**src/design/alu_data_pkg.sv**
```systemverilog
package alu_data_pkg;

    // Every operand and result in the lane is one single-precision word
    typedef logic [31:0] word_t;

    // Destination register address that travels with each instruction
    typedef logic [7:0] reg_addr_t;

    // Bit position for BSEL, BSET and BCLR, taken from the low bits of operand b
    typedef logic [4:0] bit_index_t;

endpackage

```
**src/design/alu_isa_pkg.sv**
```systemverilog
package alu_isa_pkg;

    // Opcode encoding of the execution lane
    typedef enum logic [4:0] {
        NOP    = 5'd0,
        LDR    = 5'd1,
        LDC    = 5'd2,
        BGT    = 5'd3,
        BLE    = 5'd4,
        BEQ    = 5'd5,
        BNE    = 5'd6,
        SATP   = 5'd7,
        SATN   = 5'd8,
        LAND   = 5'd9,
        LOR    = 5'd10,
        LXOR   = 5'd11,
        LNOT   = 5'd12,
        POPCNT = 5'd13,
        ABS    = 5'd14,
        BSEL   = 5'd15,
        BSET   = 5'd16,
        BCLR   = 5'd17
    } opcode_t;

    // Operations handled by the single-stage bitwise unit
    function automatic logic is_bitwise_op(opcode_t op);
        case (op)
            LDR, LDC, LAND, LOR, LXOR, LNOT, POPCNT, ABS, BSEL, BSET, BCLR: return 1'b1;
            default: return 1'b0;
        endcase
    endfunction

    // Operations that need the sign-magnitude ordering of a and b
    function automatic logic is_compare_op(opcode_t op);
        case (op)
            BGT, BLE, BEQ, BNE, SATP, SATN: return 1'b1;
            default: return 1'b0;
        endcase
    endfunction

endpackage

```
**src/design/delay_line.sv**
```systemverilog
`timescale 1ns/1ps

module delay_line #(
    parameter int DEPTH = 1
) (
    input  logic                   clock,
    input  logic                   rst_n,
    input  logic                   advance,
    input  logic                   in_valid,
    input  alu_data_pkg::word_t     in_data,
    input  alu_data_pkg::reg_addr_t in_dest,
    output logic                   out_valid,
    output alu_data_pkg::word_t     out_data,
    output alu_data_pkg::reg_addr_t out_dest
);

    logic [DEPTH-1:0]        valid_q;
    alu_data_pkg::word_t     data_q [DEPTH];
    alu_data_pkg::reg_addr_t dest_q [DEPTH];

    // Valid bits shift one place toward the output on every advance
    always_ff @(posedge clock) begin
        if (!rst_n) begin
            valid_q <= '0;
        end else if (advance) begin
            valid_q[0] <= in_valid;
            for (int i = 1; i < DEPTH; i++) begin
                valid_q[i] <= valid_q[i-1];
            end
        end
    end

    always_ff @(posedge clock) begin
        if (advance) begin
            data_q[0] <= in_data;
            dest_q[0] <= in_dest;
            for (int i = 1; i < DEPTH; i++) begin
                data_q[i] <= data_q[i-1];
                dest_q[i] <= dest_q[i-1];
            end
        end
    end

    assign out_valid = valid_q[DEPTH-1];
    assign out_data  = data_q[DEPTH-1];
    assign out_dest  = dest_q[DEPTH-1];

endmodule

```
**src/design/bitwise_unit.sv**
```systemverilog
`timescale 1ns/1ps

module bitwise_unit #(
    parameter int PIPELINE_DEPTH = 5
) (
    input  logic                    clock,
    input  logic                    rst_n,
    input  logic                    advance,
    input  logic                    in_valid,
    input  alu_isa_pkg::opcode_t    op_code,
    input  alu_data_pkg::word_t     operand_a,
    input  alu_data_pkg::word_t     operand_b,
    input  alu_data_pkg::reg_addr_t in_dest,
    output logic                    unit_valid,
    output alu_data_pkg::word_t     unit_data,
    output alu_data_pkg::reg_addr_t unit_dest
);

    alu_data_pkg::bit_index_t bit_idx;
    alu_data_pkg::word_t      bit_mask;
    alu_data_pkg::word_t      next_data;
    logic [5:0]               ones;

    logic                    stage_valid;
    alu_data_pkg::word_t     stage_data;
    alu_data_pkg::reg_addr_t stage_dest;

    // Only the low five bits of b address a bit in the word
    assign bit_idx  = operand_b[4:0];
    assign bit_mask = 32'd1 << bit_idx;

    always_comb begin
        ones = '0;
        for (int i = 0; i < 32; i++) begin
            ones = ones + 6'(operand_a[i]);
        end
    end

    always_comb begin
        case (op_code)
            alu_isa_pkg::LDR:    next_data = operand_a;
            alu_isa_pkg::LDC:    next_data = operand_b;
            alu_isa_pkg::LAND:   next_data = operand_a & operand_b;
            alu_isa_pkg::LOR:    next_data = operand_a | operand_b;
            alu_isa_pkg::LXOR:   next_data = operand_a ^ operand_b;
            alu_isa_pkg::LNOT:   next_data = ~operand_a;
            alu_isa_pkg::POPCNT: next_data = {26'd0, ones};
            // Float absolute value only drops the sign bit
            alu_isa_pkg::ABS:    next_data = {1'b0, operand_a[30:0]};
            alu_isa_pkg::BSEL:   next_data = {31'd0, operand_a[bit_idx]};
            alu_isa_pkg::BSET:   next_data = operand_a | bit_mask;
            alu_isa_pkg::BCLR:   next_data = operand_a & ~bit_mask;
            default:             next_data = '0;
        endcase
    end

    always_ff @(posedge clock) begin
        if (!rst_n) begin
            stage_valid <= 1'b0;
        end else if (advance) begin
            stage_valid <= in_valid && alu_isa_pkg::is_bitwise_op(op_code);
        end
    end

    always_ff @(posedge clock) begin
        if (advance) begin
            stage_data <= next_data;
            stage_dest <= in_dest;
        end
    end

    // The remaining depth lines this unit up with the compare unit
    delay_line #(
        .DEPTH(PIPELINE_DEPTH - 1)
    ) align (
        .clock    (clock),
        .rst_n    (rst_n),
        .advance  (advance),
        .in_valid (stage_valid),
        .in_data  (stage_data),
        .in_dest  (stage_dest),
        .out_valid(unit_valid),
        .out_data (unit_data),
        .out_dest (unit_dest)
    );

    // A claimed instruction must leave the stage with defined operands behind it
    stage_known: assert property (@(posedge clock) disable iff (!rst_n)
        stage_valid |-> !$isunknown({stage_data, stage_dest}));

endmodule

```
**src/design/float_compare_unit.sv**
```systemverilog
`timescale 1ns/1ps

module float_compare_unit #(
    parameter int PIPELINE_DEPTH = 5
) (
    input  logic                    clock,
    input  logic                    rst_n,
    input  logic                    advance,
    input  logic                    in_valid,
    input  alu_isa_pkg::opcode_t    op_code,
    input  alu_data_pkg::word_t     operand_a,
    input  alu_data_pkg::word_t     operand_b,
    input  alu_data_pkg::reg_addr_t in_dest,
    output logic                    unit_valid,
    output alu_data_pkg::word_t     unit_data,
    output alu_data_pkg::reg_addr_t unit_dest
);

    logic        a_neg;
    logic        b_neg;
    logic [30:0] a_mag;
    logic [30:0] b_mag;
    logic        a_less;
    logic        a_equal;

    alu_data_pkg::word_t     a_key;
    alu_data_pkg::word_t     b_key;

    logic                    s1_valid;
    logic                    s1_less;
    logic                    s1_equal;
    alu_isa_pkg::opcode_t    s1_op;
    alu_data_pkg::word_t     s1_a;
    alu_data_pkg::word_t     s1_b;
    alu_data_pkg::reg_addr_t s1_dest;

    logic                    s1_greater;
    alu_data_pkg::word_t     s2_next;
    logic                    s2_valid;
    alu_data_pkg::word_t     s2_data;
    alu_data_pkg::reg_addr_t s2_dest;

    assign a_neg = operand_a[31];
    assign b_neg = operand_b[31];
    assign a_mag = operand_a[30:0];
    assign b_mag = operand_b[30:0];

    // Sign-magnitude ordering in which +0 and -0 are the same number
    always_comb begin
        a_less  = 1'b0;
        a_equal = 1'b0;
        if (a_mag == '0 && b_mag == '0) begin
            a_equal = 1'b1;
        end else if (a_neg != b_neg) begin
            a_less = a_neg;
        end else if (a_mag == b_mag) begin
            a_equal = 1'b1;
        end else if (a_neg) begin
            // When both are negative the larger magnitude is the smaller value
            a_less = a_mag > b_mag;
        end else begin
            a_less = a_mag < b_mag;
        end
    end

    // Flipping negative words and marking positive ones gives keys that order as unsigned
    assign a_key = a_neg ? ~operand_a : {1'b1, a_mag};
    assign b_key = b_neg ? ~operand_b : {1'b1, b_mag};

    always_ff @(posedge clock) begin
        if (!rst_n) begin
            s1_valid <= 1'b0;
            s2_valid <= 1'b0;
        end else if (advance) begin
            s1_valid <= in_valid && alu_isa_pkg::is_compare_op(op_code);
            s2_valid <= s1_valid;
        end
    end

    always_ff @(posedge clock) begin
        if (advance) begin
            s1_less  <= a_less;
            s1_equal <= a_equal;
            s1_op    <= op_code;
            s1_a     <= operand_a;
            s1_b     <= operand_b;
            s1_dest  <= in_dest;
            s2_data  <= s2_next;
            s2_dest  <= s1_dest;
        end
    end

    assign s1_greater = !s1_less && !s1_equal;

    // Branch flags are 0 or 1 and saturation picks one operand, keeping a on a tie
    always_comb begin
        case (s1_op)
            alu_isa_pkg::BGT:  s2_next = {31'd0, s1_greater};
            alu_isa_pkg::BLE:  s2_next = {31'd0, !s1_greater};
            alu_isa_pkg::BEQ:  s2_next = {31'd0, s1_equal};
            alu_isa_pkg::BNE:  s2_next = {31'd0, !s1_equal};
            alu_isa_pkg::SATP: s2_next = s1_greater ? s1_b : s1_a;
            alu_isa_pkg::SATN: s2_next = s1_less ? s1_b : s1_a;
            default:           s2_next = '0;
        endcase
    end

    delay_line #(
        .DEPTH(PIPELINE_DEPTH - 2)
    ) align (
        .clock    (clock),
        .rst_n    (rst_n),
        .advance  (advance),
        .in_valid (s2_valid),
        .in_data  (s2_data),
        .in_dest  (s2_dest),
        .out_valid(unit_valid),
        .out_data (unit_data),
        .out_dest (unit_dest)
    );

    // Apart from two zeros, the ordering must agree with an unsigned compare of the keys
    order_check: assert property (@(posedge clock) disable iff (!rst_n)
        (in_valid && (a_mag != '0 || b_mag != '0))
            |-> (a_less == (a_key < b_key)) && (a_equal == (a_key == b_key)));

endmodule

```
**src/design/writeback_select.sv**
```systemverilog
`timescale 1ns/1ps

module writeback_select (
    input  logic                    clock,
    input  logic                    bit_valid,
    input  logic                    cmp_valid,
    input  alu_data_pkg::word_t     bit_data,
    input  alu_data_pkg::word_t     cmp_data,
    input  alu_data_pkg::reg_addr_t bit_dest,
    input  alu_data_pkg::reg_addr_t cmp_dest,
    output logic                    result_valid,
    output alu_data_pkg::word_t     result_data,
    output alu_data_pkg::reg_addr_t result_dest
);

    alu_data_pkg::word_t     bit_data_gated;
    alu_data_pkg::word_t     cmp_data_gated;
    alu_data_pkg::reg_addr_t bit_dest_gated;
    alu_data_pkg::reg_addr_t cmp_dest_gated;

    // Each unit only contributes while its own valid is high
    assign bit_data_gated = bit_valid ? bit_data : '0;
    assign cmp_data_gated = cmp_valid ? cmp_data : '0;
    assign bit_dest_gated = bit_valid ? bit_dest : '0;
    assign cmp_dest_gated = cmp_valid ? cmp_dest : '0;

    // With at most one unit valid, an OR of the gated words is the selected word
    assign result_valid = bit_valid | cmp_valid;
    assign result_data  = bit_data_gated | cmp_data_gated;
    assign result_dest  = bit_dest_gated | cmp_dest_gated;

    // Equal unit latency and disjoint opcode groups keep the valids one-hot
    unit_exclusive: assert property (@(posedge clock)
        $onehot0({bit_valid, cmp_valid}));

endmodule

```
**src/design/exec_lane.sv**
```systemverilog
`timescale 1ns/1ps

module exec_lane #(
    parameter int PIPELINE_DEPTH = 5
) (
    input  logic                    clock,
    input  logic                    rst_n,
    input  logic                    op_valid,
    input  alu_isa_pkg::opcode_t    op_code,
    input  alu_data_pkg::word_t     operand_a,
    input  alu_data_pkg::word_t     operand_b,
    input  alu_data_pkg::reg_addr_t op_dest,
    output logic                    op_ready,
    output logic                    result_valid,
    output alu_data_pkg::word_t     result_data,
    output alu_data_pkg::reg_addr_t result_dest,
    input  logic                    result_ready
);

    logic                    advance;
    logic                    issue;
    logic                    bit_valid;
    alu_data_pkg::word_t     bit_data;
    alu_data_pkg::reg_addr_t bit_dest;
    logic                    cmp_valid;
    alu_data_pkg::word_t     cmp_data;
    alu_data_pkg::reg_addr_t cmp_dest;

    // The compare unit needs two stages plus at least one alignment register
    if (PIPELINE_DEPTH < 3) begin : g_depth_check
        $error("exec_lane needs PIPELINE_DEPTH of at least 3");
    end

    // The whole lane stalls together and moves only when writeback can take a result
    assign advance  = result_ready;
    assign op_ready = result_ready;
    assign issue    = op_valid && op_ready;

    bitwise_unit #(
        .PIPELINE_DEPTH(PIPELINE_DEPTH)
    ) bit_unit (
        .clock     (clock),
        .rst_n     (rst_n),
        .advance   (advance),
        .in_valid  (issue),
        .op_code   (op_code),
        .operand_a (operand_a),
        .operand_b (operand_b),
        .in_dest   (op_dest),
        .unit_valid(bit_valid),
        .unit_data (bit_data),
        .unit_dest (bit_dest)
    );

    float_compare_unit #(
        .PIPELINE_DEPTH(PIPELINE_DEPTH)
    ) cmp_unit (
        .clock     (clock),
        .rst_n     (rst_n),
        .advance   (advance),
        .in_valid  (issue),
        .op_code   (op_code),
        .operand_a (operand_a),
        .operand_b (operand_b),
        .in_dest   (op_dest),
        .unit_valid(cmp_valid),
        .unit_data (cmp_data),
        .unit_dest (cmp_dest)
    );

    writeback_select wb_sel (
        .clock       (clock),
        .bit_valid   (bit_valid),
        .cmp_valid   (cmp_valid),
        .bit_data    (bit_data),
        .cmp_data    (cmp_data),
        .bit_dest    (bit_dest),
        .cmp_dest    (cmp_dest),
        .result_valid(result_valid),
        .result_data (result_data),
        .result_dest (result_dest)
    );

endmodule

```
**config.mk**
```make
export PLATFORM = sky130hd
export DESIGN_NAME = exec_lane
export DESIGN_NICKNAME = d
export VERILOG_FILES = /design/src/design/alu_data_pkg.sv /design/src/design/alu_isa_pkg.sv /design/src/design/delay_line.sv /design/src/design/bitwise_unit.sv /design/src/design/float_compare_unit.sv /design/src/design/writeback_select.sv /design/src/design/exec_lane.sv
export SDC_FILE = /design/constraint.sdc
export NUM_CORES = 1
export LEC_CHECK = 0
export ABC_AREA = 1
export BUFFER_PORTS_ARGS = -buffer_cell sky130_fd_sc_hd__buf_2
export CORE_ASPECT_RATIO = 1.4
export CORE_MARGIN = 3
export CORE_UTILIZATION = 54
export DETAILED_ROUTE_END_ITERATION = 7
export PLACE_DENSITY_LB_ADDON = 0.1
export SLEW_MARGIN = 40
export SYNTH_ARGS = -nofsm -noshare
export SYNTH_HDL_FRONTEND = slang
export SYNTH_SLANG_ARGS = --single-unit
```
**constraint.sdc**
```tcl
create_clock -name clock -period 5.6 [get_ports clock]
set_input_delay 0.84 -clock clock [delete_from_list [all_inputs] [get_ports clock]]
set_output_delay 0.84 -clock clock [all_outputs]
set_load 0.01 [all_outputs]
```
==> impl_results.md, run 1 <==
- Leading area contributor after synthesis: edfxtp_1
- Pin count of the biggest net entering global routing: around 110
- Leakage: around 0.0081 uW
- CTS tree: yes
- Fillers: between 2000 and 2500
- Cell variety after synth: 43
- CTS root buffer: clkbuf_16
- Synthesis-to-finish area growth: 14.5%
- Compound-Gate Fraction of Synth Area: 9.53%
- Post-Syn Nets: between 1500 and 2000
- Synth Area in Simple Gates: under 10%
- CTS Buffer Depth: 3
- Multiplexer area fraction after synthesis: 0%
- PortBufs: 122
- Pre-Repair DR Iteration Count: 5
- DR WL/cell: approximately 21 um
- Avg Cell Area, Syn: around 13 sq um
- Chip width: ~160 um
- Htree depth: 2
- Synth Register Bits: ~410
- Detailed-route via count: about 11000
- RD Place Congestion: around 0.96
- Sequential share of the synthesized area: between 60 and 70%
- Initial antenna violation count: 1
- Die Ht: about 220 um
- Detailed Route WL: about 42000 um
- VDD IR-drop max: 0.000377 V
- Relative slew slack: roughly 47%
- WP data arrival: around 5700 ps
- Post-detailed-route via-to-cell ratio: 5.58
- CP startpoint kind: input port
- Pwr Total: ~7400 uW
- Post-CTS setup buffer count: 0
- Slowest stage delay, CP: about 570 ps
- Dominant synthesized flop cell: edfxtp_1
- Ys Warns: 0
- Synth top area share: 68.0%
- Setup violators final: 0
- Initial DRC count: about 770
- CP max-delay cell: fa_1
- Hold Slack: between 400 and 500 ps
- Net count, final: ~1700
- Final critical-path share of the clock period: a little over nine tenths
- Synth area leaders: edfxtp_1, inv_1, nand2_1
- PwrDens: approximately 360 nW/um^2
- Boundary Pins: 123
- Slew @ Worst Pin: 795 ps
- Adder-cell share of the synthesized area: around 5.9%
- Post-CTS Resized: 0
- Share of cells above drive strength 1: between 10% and 20%
- Clk sinks: approximately 400
- Post-synthesis xor/xnor area fraction: 0.0995%
- Global-route wire length before repair: roughly 64000 um
- CTS buffer count: 38
- Hold buffer count at cts: 0
- Post-DP HPWL: roughly 30000 um
- # DRC: 0
- Final Skew: around 15 ps
- Gr usage total: approximately a quarter
- Hold WC Path Type: reg2reg
- Max Cap Viol: 0
- Worst-path clk slew: around 60 ps
- Vias in the first global route: between 10000 and 15000
- Asr flop ratio synth: 0%
- Crit-path cells: buf_2 -> inv_1 -> ha_1 -> inv_1 -> fa_1 -> fa_1 -> fa_1 -> fa_1 -> fa_1 -> fa_1 -> fa_1 -> fa_2 -> o22ai_1 -> a211oi_1 -> o211ai_1
- GR Overflow Total: 0
- Fin. Hold Viols: 0
- Initial core utilization: about 55%
- Num rows: 77
- Post-synth EDFFs: about 400
- Outcome: finished clean
- Unrepaired setup endpoints after global routing: false
- Critical path type: in2reg
- CP max FO: 2
- Clock Latency Late Sink: 520 ps
- Die ar.: 34800 sq um
- Gate Count Post-Synth: roughly 1400
- WP data required: 5860 ps
- Max frequency: 0.186 GHz
- Main combinational cell family by area after synthesis: compound AO/OA/AOI/OAI gates
- Period minus WS final: ~5400 ps
- CP endpoint kind: flop
- Post-route ant nets: 0
- Final Max Tran Viols: 0
- Mapped cell area: ~18000 sq um
- Crit path top cell by count: fa_1
- Core area: about 32000 sq um
==> cell families (layout without fill, tap and decap cells) <==
kind of cell    after synthesis  after routing
fa+ha+maj                    68             68
buf+inv                     261            451
xor+xnor                      2              2
flops                       409            409
other cells                   0              1
simple gates                371            371
compound gates              254            254
==> layout make-up <==
cell class | count | area, sq um | share of cell area, %
diodes | 1 | 2.50 | 0.0124
clock buffers | 48 | 1020 | 5.06
clock inverters | 20 | 203 | 1.01
inverters | 213 | 800 | 3.96
multi-input cells | 695 | 4410 | 21.9
flip-flops and latches | 409 | 12200 | 60.4
well taps | 434 | 543 | 2.69
repair buffers | 170 | 1010 | 4.99
==> report_power, final <==
| part | internal [uW] | switching [uW] | total, uW |
|---|---|---|---|
| clock | 1440 | 1030 | 2470 |
| combinational | 511 | 729 | 1240 |
| sequential | 3600 | 56.2 | 3650 |
| total | 5550 | 1810 | 7360 |
==> cell usage after synthesis, types with 2 or more instances <==
| cell type | instances |
|---|---|
| edfxtp_1 | 399 |
| inv_1 | 206 |
| nand2_1 | 163 |
| nor2_1 | 93 |
| o22ai_1 | 59 |
| a21oi_1 | 51 |
| nand3_1 | 45 |
| ha_1 | 44 |
| o21ai_0 | 35 |
| a22o_1 | 32 |
| nand4_1 | 32 |
| o211ai_1 | 31 |
| fa_1 | 24 |
| buf_2 | 19 |
| clkbuf_1 | 18 |
| nor3_1 | 14 |
| o2111ai_1 | 13 |
| o221ai_1 | 12 |
| dfxtp_1 | 10 |
| a22oi_1 | 7 |
| buf_4 | 6 |
| inv_2 | 6 |
| nor4_1 | 6 |
| a211oi_1 | 5 |
| a31oi_1 | 4 |
| nor2_4 | 4 |
| buf_6 | 3 |
| nor2_2 | 3 |
| o21ai_1 | 3 |
| buf_1 | 2 |
| nand2_2 | 2 |
| nor3_2 | 2 |
| or2_2 | 2 |
==> worst paths after layout <==
| check | startpoint | endpoint | slack [ps] | depth (start not counted) |
|---|---|---|---|---|
| worst max-delay path | operand_a[0] | bit_unit.stage_data[1]$_DFFE_PP_ | 210 | 15 |
| worst min-delay path | bit_unit.align.data_q[2][15]$_DFFE_PP_ | bit_unit.align.data_q[3][15]$_DFFE_PP_ | 410 | 0 |
| worst max register to register | cmp_unit.s1_less$_SDFFCE_PP0P_ | cmp_unit.s2_data[30]$_DFFE_PP_ | 3630 | 5 |
| worst min register to register | bit_unit.align.data_q[2][15]$_DFFE_PP_ | bit_unit.align.data_q[3][15]$_DFFE_PP_ | 410 | 0 |
==> flip-flops by register name, indices dropped and copies added, names as in the netlist, 4 cells and up <==
name,count
cmp_unit.align.dest_q,16
bit_unit.align.dest_q,8
bit_unit.align.valid_q,4
bit_unit.align.data_q,128
cmp_unit.align.data_q,96
cmp_unit.s1_op,5
bit_unit.stage_dest,8
cmp_unit.s1_b,32
cmp_unit.s2_data,32
cmp_unit.s2_dest,8
bit_unit.stage_data,32
cmp_unit.s1_a,32
==> through the flow <==
step / util [%] / TNS [ps] / setup slack [ps] / instances / cell area, sq um
2_1_floorplan: - / 0 / 14.1 / 1365 / 17600
3_5_place_dp: 59.4 / -1360 / -361 / 1921 / 18900
3_3_place_gp: 59.4 / -898 / -264 / 1921 / 18900
4_1_cts: 63.2 / 0 / 190 / 1989 / 20200
6_report: 63.2 / 0 / 213 / 1990 / 20200
5_1_grt: 63.2 / 0 / 16.8 / 1990 / 20200
==> placed cells by master (no fill, tap or decap), types with 3 or more instances in the layout <==
cell type / instances
dfxtp_1: 10
o221ai_1: 12
nor4_1: 6
nor3_1: 14
ha_1: 44
buf_2: 121
nand4_1: 32
nand3_1: 44
clkbuf_1: 8
inv_2: 6
o21ai_0: 35
o21ai_1: 3
a211oi_1: 5
clkinv_1: 7
bufinv_16: 3
o2111ai_1: 13
nor2_1: 92
o22ai_1: 59
inv_1: 206
nand2_2: 3
a22o_1: 32
nor2_2: 4
clkinv_2: 6
clkbuf_16: 39
buf_4: 46
edfxtp_1: 399
o211ai_1: 31
a21oi_1: 51
a31oi_1: 4
nor2_4: 4
fa_1: 23
a22oi_1: 5
nand2_1: 162
==> metal layers <==
layer | share of wire (%) | global-route usage [%] | up-vias
li1 | - | - | 5256
met1 | 42 | 33.2 | 5346
met2 | 48 | 39.5 | 401
met3 | 4.9 | 3.01 | 111
met4 | 5.1 | 12.2 | 0
met5 | 0 | 0 | -
==> critical path: cells and delay by family <==
kind / cells / cell delay (ps)
fa+ha+maj: 9 / 4210
compound gates: 3 / 420
buf+inv: 3 / 210
(Power assumes the default switching activity.)
==> inputs of run 2 (changes only) <==
CORE_MARGIN = 2   (was 3)
==> impl_results.md, run 2 (synthesis gave the netlist of run 1 again) <==
- Global route hottest layer: met2
- Setup violators final: 0
- Switching pwr: about 1800 uW
- GR Overflow Total: 0
- Net count, final: 1673
- Pre-Repair DR Iteration Count: 5
- PortBufs: roughly 120
- Switching Fraction: 24.8%
- Detailed Route WL: ~41000 um
- Worst Reg-to-Reg Cells: 5
- Initial antenna violation count: 2
- Final Skew: between 15 and 20 ps
- Pin count of the biggest net entering global routing: between 150 and 200
- Worst r2r src: cmp_unit.s1_less$_SDFFCE_PP0P_
- Period minus WS final: between 5000 and 6000 ps
- Share of cells above drive strength 1: approximately 16%
- Reg2Reg Setup Slack: 3590 ps
- Top flop regs: bit_unit.align.data_q: 128 flops, cmp_unit.align.data_q: 96 flops
- CP startpoint kind: input port
- Reg area: 12200 sq um
- Placement Cell Area: about 19000 sq um
- Internal: around 5400 uW
- Setup_tns: 0 ps
- Vias in the first global route: approximately 11000
- CTS tree: yes
- Hold Crit Start: bit_unit.align.data_q[0][2]$_DFFE_PP_
- VDD IR-drop max: 0.000313 V
- Clock Latency Late Sink: ~530 ps
- Most common cell after layout, fill and taps aside: edfxtp_1
- Final Max Tran Viols: 0
- Die Ht: 218 um
- Comb pwr share: between 10% and 20%
- Initial core utilization: 54.5%
- Htree depth: 2
- CP endpoint kind: flop
- Relative slew slack: 43.6%
- Hold path cells: 0
- Most frequent cells in the layout: edfxtp_1, inv_1, nand2_1, buf_2, nor2_1
- Final Util: ~62%
- Hold buffer count at cts: 0
- CTS Buffer Depth: 3
- Crit path top cell by count: fa_1
- DR WL/cell: 20.7 um
- Clk sinks: slightly above 400
- Post-route ant nets: 0
- RD Place Congestion: 0.944
- Final critical-path share of the clock period: 95.6%
- Unrepaired setup endpoints after global routing: false
- CTS buffer count: 37
- Biggest register: bit_unit.align.data_q
- Fillers: 2518
- CTS root buffer: clkbuf_16
- CP max-delay cell: fa_1
- Slowest stage delay, CP: between 500 and 600 ps
- Outcome: finished clean
- WP data required: 5890 ps
- Post-DP HPWL: between 20000 and 30000 um
- Detailed-route via count: ~11000
- Initial DRC count: ~1100
- Die ar.: 34100 sq um
- Synthesis-to-finish area growth: 14.3%
- Critical path type: in2reg
- PwrDens: about 360 nW/um^2
- Hold Slack: about 400 ps
- Clock power share: 33.2%
- Crit-path cells: buf_2 -> inv_1 -> ha_1 -> inv_1 -> fa_1 -> fa_1 -> fa_1 -> fa_1 -> fa_1 -> fa_1 -> fa_1 -> fa_2 -> nor2_1 -> o21ai_0 -> nand3_1 -> o2111ai_1 -> nor2_1 -> nand3_1
- Boundary Pins: about 120
- Hold WC Path Type: reg2reg
- Met2 GRT Util: ~40%
- Post-CTS Resized: 0
- Hold Path End: bit_unit.align.data_q[1][2]$_DFFE_PP_
- Max FFs per register: approximately 130
- Global-route wire length before repair: 62400 um
- Met3 track demand over resource: under 10%
- Num rows: 78
- Slew @ Worst Pin: between 800 and 900 ps
- Max frequency: between 0.15 and 0.2 GHz
- Fin. Hold Viols: 0
- Worst reg2reg endpoint: cmp_unit.s2_data[20]$_DFFE_PP_
- Post-CTS setup buffer count: 0
- Max Cap Viol: 0
- WP data arrival: between 5000 and 6000 ps
- Gr usage total: approximately a quarter
- Leakage: ~0.008 uW
- Post-detailed-route via-to-cell ratio: around 5.6
- Sequential fraction of design power: roughly 50%
- # DRC: 0
- Met1 track demand over resource: roughly 33%
- Fin area: between 20000 and 25000 sq um
- Multi-input logic area: roughly 4400 sq um
- Chip width: 157 um
- Core area: about 32000 sq um
- Worst-path clk slew: 60 ps
- CP max FO: 2
## run 2: final cells by class
type                       instances  share of cell area [%]
sequential                       409                    60.5
multi-input combinational        695                    21.9
timing repair buffer             168                    5.06
clock buffer                      47                    4.94
inverter                         213                    3.97
tap                              440                    2.73
clock inverter                    20                   0.864
antenna                            2                  0.0249
## run 2: how the worst max path moves through the flow
stage,startpoint,cells past startpoint,end,slack (ps)
6_report,operand_a[0],18,bit_unit.stage_data[4]$_DFFE_PP_,240
5_1_grt,operand_a[0],18,bit_unit.stage_data[4]$_DFFE_PP_,50
4_1_cts,operand_a[0],15,bit_unit.stage_data[1]$_DFFE_PP_,220
3_5_place_dp,operand_a[0],15,bit_unit.stage_data[1]$_DFFE_PP_,-350
3_3_place_gp,operand_a[0],15,bit_unit.stage_data[1]$_DFFE_PP_,-280
2_1_floorplan,operand_a[1],17,bit_unit.stage_data[4]$_DFFE_PP_,10
## run 2: worst max-delay path, delay by kind of cell
family          cells  cell delay, ps
fa+ha+maj           9            3980
simple gates        4             390
compound gates      2             220
buf+inv             3             210
## run 2: per-stage QoR
stage               total power, uW  setup slack, ps  instances
floorplan                      4400             14.1       1365
global placement               4880             -282       1923
detailed placement             4910             -345       1924
CTS                            7320              219       1991
global route                   7580             46.7       1994
finish                         7240              245       1994
## run 2: power groups by stage
stage          clock network (uW)  registers [uW]  logic, uW
2_1_floorplan                   0            3690        711
3_3_place_gp                    0            3710       1170
3_5_place_dp                    0            3720       1190
4_1_cts                      2470            3650       1200
5_1_grt                      2570            3670       1340
6_report                     2400            3650       1190
## run 2: metal layers
metal | vias to the layer above | wire, um | share of wire [%]
li1 | 5250 | - | -
met1 | 5357 | 16900 | 41
met2 | 459 | 20300 | 49
met3 | 106 | 2460 | 6.0
met4 | 0 | 1660 | 4.0
met5 | - | 0 | 0
==> inputs of run 3 (changes only) <==
CORE_UTILIZATION = 50   (was 54)
==> impl_results.md, run 3 (synthesis gave the netlist of run 1 again) <==
- Outcome: finished clean
- Hold Crit Start: bit_unit.align.data_q[2][12]$_DFFE_PP_
- Most frequent cells in the layout: edfxtp_1, inv_1, nand2_1, buf_2, nor2_1
- WP data required: roughly 6000 ps
- Pin count of the biggest net entering global routing: 150
- Hold path cells: 0
- CTS buffer count: 38
- Worst Reg-to-Reg Cells: 5
- Htree depth: 2
- Share of cells above drive strength 1: 16.3%
- Setup violators final: 0
- Unrepaired setup endpoints after global routing: false
- Num rows: 81
- Biggest register: bit_unit.align.data_q
- Hold buffer count at cts: 0
- CP endpoint kind: flop
- Detailed Route WL: between 40000 and 50000 um
- Die Ht: about 230 um
- Setup_tns: 0 ps
- Slew @ Worst Pin: just over 800 ps
- Gr usage total: 23.3%
- CP max FO: 2
- Boundary Pins: between 100 and 150
- Final Skew: ~14 ps
- Most common cell after layout, fill and taps aside: edfxtp_1
- Crit path from: operand_a[0]
- Post-route ant nets: 0
- CP max-delay cell: fa_1
- Slowest stage delay, CP: about 550 ps
- Worst r2r src: cmp_unit.s1_less$_SDFFCE_PP0P_
- Worst reg2reg endpoint: cmp_unit.s2_data[25]$_DFFE_PP_
- Max frequency: approximately 0.19 GHz
- Fin area: ~20000 sq um
- Clock Latency Late Sink: about 540 ps
- Relative slew slack: between 40% and 50%
- Reg2Reg Setup Slack: around 3700 ps
- Core area: 34900 sq um
- PwrDens: approximately 360 nW/um^2
- Initial DRC count: roughly 990
- # DRC: 0
- Post-detailed-route via-to-cell ratio: between 5 and 6
- Synthesis-to-finish area growth: 14.9%
- Crit path top cell by count: fa_1
- Initial antenna violation count: 2
- Hold Path End: bit_unit.align.data_q[3][12]$_DFFE_PP_
- Worst-path clk slew: around 60 ps
- Top flop regs: bit_unit.align.data_q: 128 flops, cmp_unit.align.data_q: 96 flops
- Post-CTS Resized: 0
- Critical path type: in2reg
- CTS Buffer Depth: 3
- Leakage: just over 0.008 uW
- Final Max Tran Viols: 0
- CTS root buffer: clkbuf_16
- PortBufs: about 120
- VDD IR-drop max: ~0.00036 V
- CTS tree: yes
- Pre-Repair DR Iteration Count: 5
- Detailed-route via count: roughly 11000
- Max FFs per register: between 100 and 150
- Period minus WS final: around 5400 ps
- Vias in the first global route: roughly 11000
- Final critical-path share of the clock period: between 90% and 100%
- CP startpoint kind: input port
- Post-DP HPWL: between 20000 and 30000 um
- RD Place Congestion: roughly 0.96
- Placement Cell Area: between 15000 and 20000 sq um
- Clk sinks: roughly 410
- Chip width: 163 um
- Die ar.: around 37000 sq um
- Post-CTS setup buffer count: 0
- Crit-path cells: buf_2 -> inv_1 -> ha_1 -> inv_1 -> fa_1 -> fa_1 -> fa_1 -> fa_1 -> fa_1 -> fa_1 -> fa_1 -> fa_2 -> nor2_1 -> o21ai_0 -> nand3_1 -> o2111ai_1 -> nor2_1 -> nand3_1
- Hold Slack: between 400 and 500 ps
- DR WL/cell: between 20 and 25 um
- Top Family by Delay on Critical Path: adder cells
- Global-route wire length before repair: between 60000 and 70000 um
- Hold WC Path Type: reg2reg
- Initial core utilization: ~51%
- Net count, final: 1674
- Buf+Inv Stages, Crit Path: 3
- Fin. Hold Viols: 0
- GR Overflow Total: 0
- Max Cap Viol: 0
- Fillers: 2895
- WP data arrival: 5640 ps
-- run 3: cell count changes in the layout (fill, tap and decap cells not counted), sizes merged --
| cell | previous run | this run |
|---|---|---|
| inv | 214 | 213 |
| clkbuf | 47 | 50 |
| clkinvlp | 0 | 1 |
| clkinv | 17 | 16 |
| bufinv | 2 | 3 |
-- run 3: area by class of cell --
class	count	area, sq um	share of cell area [%]
tap	456	571	2.82
clock inverter	20	208	1.03
antenna	2	5.00	0.0247
timing repair buffer	168	1030	5.09
sequential	409	12200	60.2
multi-input combinational	695	4420	21.8
clock buffer	50	1030	5.08
inverter	213	800	3.95
-- run 3: through the flow --
stage	cells	setup slack [ps]	total power, uW	util (%)
after floorplan	1365	14.1	4400	-
after global placement	1939	-294	4900	54.3
after detailed placement	1941	-323	4920	54.5
after CTS	2011	240	7440	58.0
after global routing	2013	51.0	7730	58.0
final	2013	241	7360	58.0
-- run 3: power by group --
part	switching, uW	internal, uW	total, uW
logic	701	498	1200
registers	55.1	3590	3650
clock network	1060	1450	2510
total	1820	5540	7360
-- run 3: worst max path at each step --
stage	to	cells after the start
global placement	bit_unit.stage_data[1]$_DFFE_PP_	15
CTS	bit_unit.stage_data[1]$_DFFE_PP_	15
floorplan	bit_unit.stage_data[4]$_DFFE_PP_	17
detailed placement	bit_unit.stage_data[1]$_DFFE_PP_	15
global route	bit_unit.stage_data[4]$_DFFE_PP_	18
finish	bit_unit.stage_data[4]$_DFFE_PP_	18
-- run 3: layer usage --
metal	track usage (%)	vias up	wire, um
li1	-	5252	-
met1	31.6	5363	17300
met2	37.6	437	20000
met3	2.74	94	2410
met4	11.6	0	2000
met5	0	-	0
